==> src/fetch_pkg.sv <==
package fetch_pkg;

    localparam int XLEN       = 32;
    localparam int INST_BYTES = 4;

    // Major opcodes the predictor cares about, anything else runs sequentially
    typedef enum logic [6:0] {
        OP_JAL    = 7'b1101111,
        OP_JALR   = 7'b1100111,
        OP_BRANCH = 7'b1100011,
        OP_AUIPC  = 7'b0010111
    } opcode_e;

    // J-type immediate, bit 0 always zero
    function automatic logic [XLEN-1:0] j_imm(input logic [XLEN-1:0] w);
        logic [XLEN-1:0] imm;
        imm = {{12{w[31]}}, w[19:12], w[20], w[30:21], 1'b0};
        return imm;
    endfunction

    // B-type immediate
    function automatic logic [XLEN-1:0] b_imm(input logic [XLEN-1:0] w);
        logic [XLEN-1:0] imm;
        imm = {{20{w[31]}}, w[7], w[30:25], w[11:8], 1'b0};
        return imm;
    endfunction

endpackage
==> src/fetch_if.sv <==
`timescale 1ns/1ps

interface fetch_if;

    logic                        word_valid;  // Fetched word present, one cycle
    logic [fetch_pkg::XLEN-1:0]  word_pc;
    logic [fetch_pkg::XLEN-1:0]  word;
    logic [fetch_pkg::XLEN-1:0]  next_pc;     // Predicted next fetch address
    logic                        next_hold;   // Waiting on a JALR target

    modport requester (
        output word_valid, word_pc, word,
        input  next_pc, next_hold
    );

    modport predictor (
        input  word_valid, word_pc, word,
        output next_pc, next_hold
    );

endinterface

==> src/fetch_unit.sv <==
`timescale 1ns/1ps

module fetch_unit #(
    parameter logic [fetch_pkg::XLEN-1:0] RESET_PC  = '0,
    parameter int                         BUF_DEPTH = 4
) (
    input  logic                        clk,
    input  logic                        rst,
    output logic                        mem_req,
    output logic [fetch_pkg::XLEN-1:0]  mem_addr,
    input  logic                        mem_valid,
    input  logic [fetch_pkg::XLEN-1:0]  mem_data,
    input  logic                        branch_taken,
    input  logic [fetch_pkg::XLEN-1:0]  branch_pc,
    input  logic [fetch_pkg::XLEN-1:0]  branch_target,
    input  logic                        jalr_valid,
    input  logic [fetch_pkg::XLEN-1:0]  jalr_target,
    input  logic                        iq_full,
    input  logic                        lsb_full,
    output logic                        inst_valid,
    output logic [fetch_pkg::XLEN-1:0]  inst,
    output logic [fetch_pkg::XLEN-1:0]  inst_pc,
    output logic                        flush
);

    logic                       redirect_valid;
    logic [fetch_pkg::XLEN-1:0] redirect_pc;
    logic                       push;
    logic [fetch_pkg::XLEN-1:0] push_pc;
    logic [fetch_pkg::XLEN-1:0] push_inst;
    logic                       room;

    fetch_if fi ();

    fetch_requester #(
        .RESET_PC (RESET_PC)
    ) u_requester (
        .clk            (clk),
        .rst            (rst),
        .mem_req        (mem_req),
        .mem_addr       (mem_addr),
        .mem_valid      (mem_valid),
        .mem_data       (mem_data),
        .fi             (fi.requester),
        .room           (room),
        .redirect_valid (redirect_valid),
        .redirect_pc    (redirect_pc)
    );

    next_pc_predictor u_predictor (
        .clk            (clk),
        .rst            (rst),
        .fi             (fi.predictor),
        .redirect_valid (redirect_valid),
        .push           (push),
        .push_pc        (push_pc),
        .push_inst      (push_inst)
    );

    redirect_ctrl u_redirect (
        .clk            (clk),
        .rst            (rst),
        .branch_taken   (branch_taken),
        .branch_pc      (branch_pc),
        .branch_target  (branch_target),
        .jalr_valid     (jalr_valid),
        .jalr_target    (jalr_target),
        .redirect_valid (redirect_valid),
        .redirect_pc    (redirect_pc),
        .flush          (flush)
    );

    inst_buffer #(
        .BUF_DEPTH (BUF_DEPTH)
    ) u_buffer (
        .clk        (clk),
        .rst        (rst),
        .push       (push),
        .push_pc    (push_pc),
        .push_inst  (push_inst),
        .flush      (flush),
        .iq_full    (iq_full),
        .lsb_full   (lsb_full),
        .room       (room),
        .inst_valid (inst_valid),
        .inst       (inst),
        .inst_pc    (inst_pc)
    );

endmodule

==> src/inst_buffer.sv <==
`timescale 1ns/1ps

module inst_buffer #(
    parameter int BUF_DEPTH = 4
) (
    input  logic                        clk,
    input  logic                        rst,
    input  logic                        push,
    input  logic [fetch_pkg::XLEN-1:0]  push_pc,
    input  logic [fetch_pkg::XLEN-1:0]  push_inst,
    input  logic                        flush,
    input  logic                        iq_full,
    input  logic                        lsb_full,
    output logic                        room,
    output logic                        inst_valid,
    output logic [fetch_pkg::XLEN-1:0]  inst,
    output logic [fetch_pkg::XLEN-1:0]  inst_pc
);

    localparam int PTR_W = $clog2(BUF_DEPTH);

    logic [fetch_pkg::XLEN-1:0] pc_mem   [BUF_DEPTH];
    logic [fetch_pkg::XLEN-1:0] inst_mem [BUF_DEPTH];
    logic [PTR_W-1:0]           wr_ptr;
    logic [PTR_W-1:0]           rd_ptr;
    logic [PTR_W:0]             count;
    logic                       pop;

    assign pop  = (count != '0) && !iq_full && !lsb_full;
    assign room = count <= (PTR_W + 1)'(BUF_DEPTH - 2);  // One slot kept for the read in flight

    always_ff @(posedge clk) begin
        if (rst || flush) begin
            wr_ptr     <= '0;
            rd_ptr     <= '0;
            count      <= '0;
            inst_valid <= 1'b0;
        end else begin
            inst_valid <= pop;
            if (push) begin
                wr_ptr <= wr_ptr + 1'b1;
            end
            if (pop) begin
                rd_ptr <= rd_ptr + 1'b1;
            end
            case ({push, pop})
                2'b10:   count <= count + 1'b1;
                2'b01:   count <= count - 1'b1;
                default: count <= count;
            endcase
        end
    end

    // Storage and output payload
    always_ff @(posedge clk) begin
        if (push) begin
            pc_mem[wr_ptr]   <= push_pc;
            inst_mem[wr_ptr] <= push_inst;
        end
        if (pop) begin
            inst    <= inst_mem[rd_ptr];
            inst_pc <= pc_mem[rd_ptr];
        end
    end

endmodule

==> src/redirect_ctrl.sv <==
`timescale 1ns/1ps

module redirect_ctrl (
    input  logic                        clk,
    input  logic                        rst,
    input  logic                        branch_taken,
    input  logic [fetch_pkg::XLEN-1:0]  branch_pc,
    input  logic [fetch_pkg::XLEN-1:0]  branch_target,
    input  logic                        jalr_valid,
    input  logic [fetch_pkg::XLEN-1:0]  jalr_target,
    output logic                        redirect_valid,
    output logic [fetch_pkg::XLEN-1:0]  redirect_pc,
    output logic                        flush
);

    logic [fetch_pkg::XLEN-1:0] fall_through;
    logic                       mispredict;

    assign fall_through = branch_pc + fetch_pkg::XLEN'(fetch_pkg::INST_BYTES);

    // Fetch assumed not taken, so only a target off the fall-through path matters
    assign mispredict = branch_taken && (branch_target != fall_through);

    always_ff @(posedge clk) begin
        if (rst) begin
            redirect_valid <= 1'b0;
            flush          <= 1'b0;
        end else begin
            redirect_valid <= mispredict || jalr_valid;
            flush          <= mispredict;      // JALR held fetch, nothing to squash
        end
    end

    always_ff @(posedge clk) begin
        if (mispredict) begin
            redirect_pc <= branch_target;      // Branch wins over a same-cycle JALR
        end else if (jalr_valid) begin
            redirect_pc <= jalr_target;
        end
    end

endmodule

==> src/next_pc_predictor.sv <==
`timescale 1ns/1ps

module next_pc_predictor (
    input  logic                        clk,
    input  logic                        rst,
    fetch_if.predictor                  fi,
    input  logic                        redirect_valid,
    output logic                        push,
    output logic [fetch_pkg::XLEN-1:0]  push_pc,
    output logic [fetch_pkg::XLEN-1:0]  push_inst
);

    fetch_pkg::opcode_e         op;
    logic [fetch_pkg::XLEN-1:0] seq_pc;

    assign op     = fetch_pkg::opcode_e'(fi.word[6:0]);
    assign seq_pc = fi.word_pc + fetch_pkg::XLEN'(fetch_pkg::INST_BYTES);

    // Branches predicted not taken, JALR address unused while fetch holds
    always_comb begin
        case (op)
            fetch_pkg::OP_JAL: begin
                fi.next_pc = fi.word_pc + fetch_pkg::j_imm(fi.word);
            end
            default: begin
                fi.next_pc = seq_pc;
            end
        endcase
    end

    // Stall until execution reports the JALR target
    always_ff @(posedge clk) begin
        if (rst) begin
            fi.next_hold <= 1'b0;
        end else if (redirect_valid) begin
            fi.next_hold <= 1'b0;
        end else if (fi.word_valid && op == fetch_pkg::OP_JALR) begin
            fi.next_hold <= 1'b1;
        end
    end

    assign push      = fi.word_valid;
    assign push_pc   = fi.word_pc;
    assign push_inst = fi.word;

endmodule

==> src/fetch_requester.sv <==
`timescale 1ns/1ps

module fetch_requester #(
    parameter logic [fetch_pkg::XLEN-1:0] RESET_PC = '0
) (
    input  logic                        clk,
    input  logic                        rst,
    output logic                        mem_req,
    output logic [fetch_pkg::XLEN-1:0]  mem_addr,
    input  logic                        mem_valid,
    input  logic [fetch_pkg::XLEN-1:0]  mem_data,
    fetch_if.requester                  fi,
    input  logic                        room,
    input  logic                        redirect_valid,
    input  logic [fetch_pkg::XLEN-1:0]  redirect_pc
);

    logic [fetch_pkg::XLEN-1:0] fetch_pc;
    logic                       outstanding;
    logic                       stale;        // In-flight read belongs to an old path
    logic                       can_issue;

    // Hold off in the word_valid cycle, fetch_pc is still the old address there
    assign can_issue = !outstanding && !fi.word_valid && room && !fi.next_hold &&
                       !redirect_valid;

    always_ff @(posedge clk) begin
        if (rst) begin
            fetch_pc    <= RESET_PC;
            outstanding <= 1'b0;
            stale       <= 1'b0;
            mem_req     <= 1'b0;
            fi.word_valid <= 1'b0;
        end else begin
            mem_req <= can_issue;
            if (can_issue) begin
                outstanding <= 1'b1;
            end else if (mem_valid && outstanding) begin
                outstanding <= 1'b0;
            end

            if (mem_valid) begin
                stale <= 1'b0;
            end else if (redirect_valid && outstanding) begin
                stale <= 1'b1;                // Drop whatever comes back
            end

            fi.word_valid <= mem_valid && outstanding && !stale && !redirect_valid;

            if (redirect_valid) begin
                fetch_pc <= redirect_pc;
            end else if (fi.word_valid) begin
                fetch_pc <= fi.next_pc;
            end
        end
    end

    // Payload registers
    always_ff @(posedge clk) begin
        if (can_issue) begin
            mem_addr <= fetch_pc;
        end
        if (mem_valid) begin
            fi.word    <= mem_data;
            fi.word_pc <= mem_addr;            // Address of the request being answered
        end
    end

endmodule

==> config.mk <==
export PLATFORM = sky130hd
export DESIGN_NAME = fetch_unit
export DESIGN_NICKNAME = d
export VERILOG_FILES = /design/src/fetch_pkg.sv /design/src/fetch_if.sv /design/src/fetch_unit.sv /design/src/inst_buffer.sv /design/src/redirect_ctrl.sv /design/src/next_pc_predictor.sv /design/src/fetch_requester.sv
export SDC_FILE = /design/constraint.sdc
export NUM_CORES = 1
export LEC_CHECK = 0
export ABC_AREA = 1
export BUFFER_PORTS_ARGS = -buffer_cell sky130_fd_sc_hd__buf_2
export CORE_MARGIN = 5
export CORE_UTILIZATION = 55
export DETAILED_ROUTE_END_ITERATION = 8
export GPL_ROUTABILITY_DRIVEN = 0
export PLACE_DENSITY = 0.75
export SLEW_MARGIN = 10
export SYNTH_ARGS = -nofsm -noshare
export SYNTH_HDL_FRONTEND = slang
export SYNTH_SLANG_ARGS = --single-unit
export TNS_END_PERCENT = 10
==> constraint.sdc <==
create_clock -name clk -period 17.09 [get_ports clk]
set_clock_uncertainty 0.1 [all_clocks]
set_input_delay 3.418 -clock clk [delete_from_list [all_inputs] [get_ports clk]]
set_output_delay 3.418 -clock clk [all_outputs]
set_load 0.005 [all_outputs]
==> results.json <==
{
  "status": "completed",
  "drt-total-wl_um": 51400,
  "setup-violations-final": 0,
  "clock_sinks": 495,
  "startpoint_type": "primary input",
  "worstSetupPathType": "primary input to flip-flop",
  "grt-ovfl-total": 0,
  "synth-main-ff-cell": "edfxtp_1",
  "coreArea_mm2": 0.0387,
  "path_buf_inv": 2,
  "synth_edf_count": 448,
  "fin_setup_tns_ps": 0,
  "tightest_slew_ps": 1150,
  "slowest_delay_ps": 760,
  "slew_violations": 0,
  "critPathTopFamily": "simple AND/OR/NAND/NOR gates",
  "root_buffer": "clkbuf_16",
  "critPathCaptureType": "flip-flop",
  "hold_buffers": 0,
  "crit_path_frequent_cell": "nand2_1",
  "synth_nets": 2109,
  "hold_violations": 0,
  "dr_total_vias": 15400,
  "final_common_cell": "edfxtp_1",
  "drv_cap": 0,
  "min_period_ps": 6520,
  "grt_start_max_net_pins": 99,
  "path_max_fanout": 35,
  "layout_common_cells": "edfxtp_1 (448), nand2_1 (318), nor2_1 (249), buf_2 (232), o21ai_0 (184)",
  "ys_ff_latch": 495,
  "arrival_ps": 6470,
  "relSlewSlack_pct": 23.1,
  "hp-class": "flip-flop to flip-flop",
  "grt_usage_pct": 23.1,
  "via_per_inst": 5.65,
  "grt_antenna_before_repair": 0,
  "wl_per_cell_um": 18.9,
  "clk_path_buf_depth": 3,
  "cts_buffers": 48,
  "detail-route-antenna-nets": 0,
  "first_pass_iters": 5,
  "post-route-period-util_pct": 38.2,
  "syn_inst": 1935,
  "htree_levels": 2,
  "drcViolationCount": 0,
  "ys_warn_count": 0,
  "grt_pass1_vias": 14900,
  "nets": 2334,
  "syn_area_per_cell_um2": 11.2,
  "dp_hpwl_um": 34800,
  "crit_path_cell_trace": "buf_2 > ha_1 > nand2_1 > nor2_1 > nand3_4 > nor2_8 > xor2_1 > nand2_1 > clkinv_1 > nand2_1 > nor2_2 > nand3_4 > nand2_4 > nand2_1",
  "slowest_stage": "nand2_1",
  "io_pins": 234,
  "die_h_um": 208,
  "required_ps": 17030,
  "die_area_mm2": 0.0433,
  "io_buffers": 233,
  "grt_setup_unrepaired": "false",
  "ir_worst_vdd_mv": 0.0745,
  "area_delta_synth_final_pct": 14.3,
  "drive_gt1_share_pct": 16.1,
  "powerDensity_mw_per_mm2": 107,
  "cts_resized": 0,
  "grt_pass1_wl_um": 80100,
  "seq_area_frac_synth_pct": 66.7,
  "async_flop_share_pct": 0,
  "start_util_pct": 55.7,
  "dr.first_iter.drc_count": 1446,
  "cts_tree": "yes",
  "die_w_um": 208,
  "placementRows": 72,
  "fillers": 2946,
  "cts_setup_buffers": 0,
  "n_antenna_cell": 0,
  "design_power_total_w": 0.00263,
  "insertion_delay_ps": 570,
  "clk_pin_slew_ps": 60,
  "synth_cell_types": 44,
  "cellLeakagePower_nw": 9.48,
  "fmax_mhz": 153,
  "synth_area_mm2": 0.0216
}
==> worst register-to-register path, cell delays in order, from the launching register on <==
cell      delay (ps)
edfxtp_1         500
ha_1             230
inv_1             50
fa_1             400
nand3b_1         180
nand2_1          140
a21oi_1          140
o21ai_0          390
nand3_1          170
nand2_1           90
nand2_1           50
nand3_1           70
nand3_1          160
a21oi_1          180
==> stage by stage <==
stage	util (%)	hold slack (ps)	setup WS, ps	cell area, um^2	std cells
floorplan	-	299	7360	21600	1935
global placement	59.9	309	10090	23200	2628
detailed placement	59.9	310	9980	23200	2628
CTS	63.7	323	10570	24700	2716
global route	63.7	334	10170	24700	2716
finish	63.7	327	10570	24700	2716
==> sequential cells by signal, indices dropped and copies added (netlist names) <==
| register | flops |
|---|---|
| u_requester.stale | 1 |
| u_redirect.redirect_valid | 1 |
| u_requester.mem_req | 1 |
| u_buffer.inst_pc | 32 |
| u_requester.outstanding | 1 |
| u_requester.fi.word_valid | 1 |
| u_buffer.inst | 32 |
| u_redirect.flush | 1 |
| u_requester.fi.word_pc | 32 |
| u_predictor.fi.next_hold | 1 |
| u_requester.fetch_pc | 32 |
| u_buffer.wr_ptr | 2 |
| u_requester.fi.word | 32 |
| u_requester.mem_addr | 32 |
| u_buffer.pc_mem | 128 |
| u_buffer.rd_ptr | 2 |
| u_redirect.redirect_pc | 32 |
| u_buffer.inst_valid | 1 |
| u_buffer.count | 3 |
| u_buffer.inst_mem | 128 |
==> layout make-up <==
type	count	area, um^2	area share (%)
Clock buffer	59	1270	5.16
Clock inverter	29	201	0.816
Inverter	133	500	2.03
Multi-Input combinational cell	1236	6400	25.9
Sequential cell	495	14400	58.3
Tap cell	518	648	2.63
Timing Repair Buffer	246	1270	5.13
==> worst paths after layout <==
path / start / endpoint / slack [ps] / cells past startpoint
setup / recovery: branch_pc[2] / u_redirect.redirect_pc[30] / 10570 / 14
hold / removal: u_requester.fetch_pc[9] / u_requester.mem_addr[9] / 330 / 0
hold reg to reg: u_requester.fetch_pc[9] / u_requester.mem_addr[9] / 330 / 0
setup reg to reg: u_requester.fi.word[21] / u_requester.fetch_pc[31] / 14160 / 13
==> where the power goes <==
group | internal, W | switching, W
Combinational | 0.0000816 | 0.000143
Clock | 0.000549 | 0.000432
Sequential | 0.00138 | 0.0000457
==> routing by layer <==
layer	global-route usage [%]	wire, um
met1	30.8	20600
met2	38.8	24800
met3	4.84	4580
met4	6.61	1390
met5	0	0
==> synthesized netlist by cell type, types with 2 or more instances <==
cell        n  area share, %
nand3b_1    8           0.28
xnor2_1    19           0.77
fa_1        2           0.19
a21oi_1    92            2.1
nor3_1     22           0.51
a21o_1      6           0.21
o22ai_1    65            1.9
edfxtp_1  448             62
o221a_2     2           0.10
o211ai_1    5           0.17
nor2_4      5           0.26
o21a_1      2          0.070
o21ai_0   184            4.3
nor4_1      4           0.12
nor2_2      5           0.14
clkinv_1    2          0.035
nand3_1   104            2.4
nand2_2     2          0.058
ha_1       37            2.1
clkbuf_1   58            1.0
buf_1       6           0.10
or2_2       3          0.087
a22oi_1     8           0.28
a31oi_1     8           0.23
xor2_1     48            1.9
dfxtp_1    47            4.4
inv_2       3          0.052
buf_2       3          0.070
o221ai_1    6           0.24
buf_12      2           0.19
nand3_4     2           0.16
nor2_1    249            4.3
o21bai_1    5           0.17
nand3_2     2          0.093
nand4_1    18           0.52
nand2_1   318            5.5
inv_1     128            2.2
==> cells by family after synthesis <==
logic type	after synthesis	share of synthesized area [%]
and+or+nand+nor	747	14.8
xor gates and xnor gates	67	2.72
adders and majority gates	39	2.33
DFF	495	66.7
buffers and inverters	204	3.78
AOI/OAI and AO/OA	383	9.76
(Power assumes the default switching activity.)
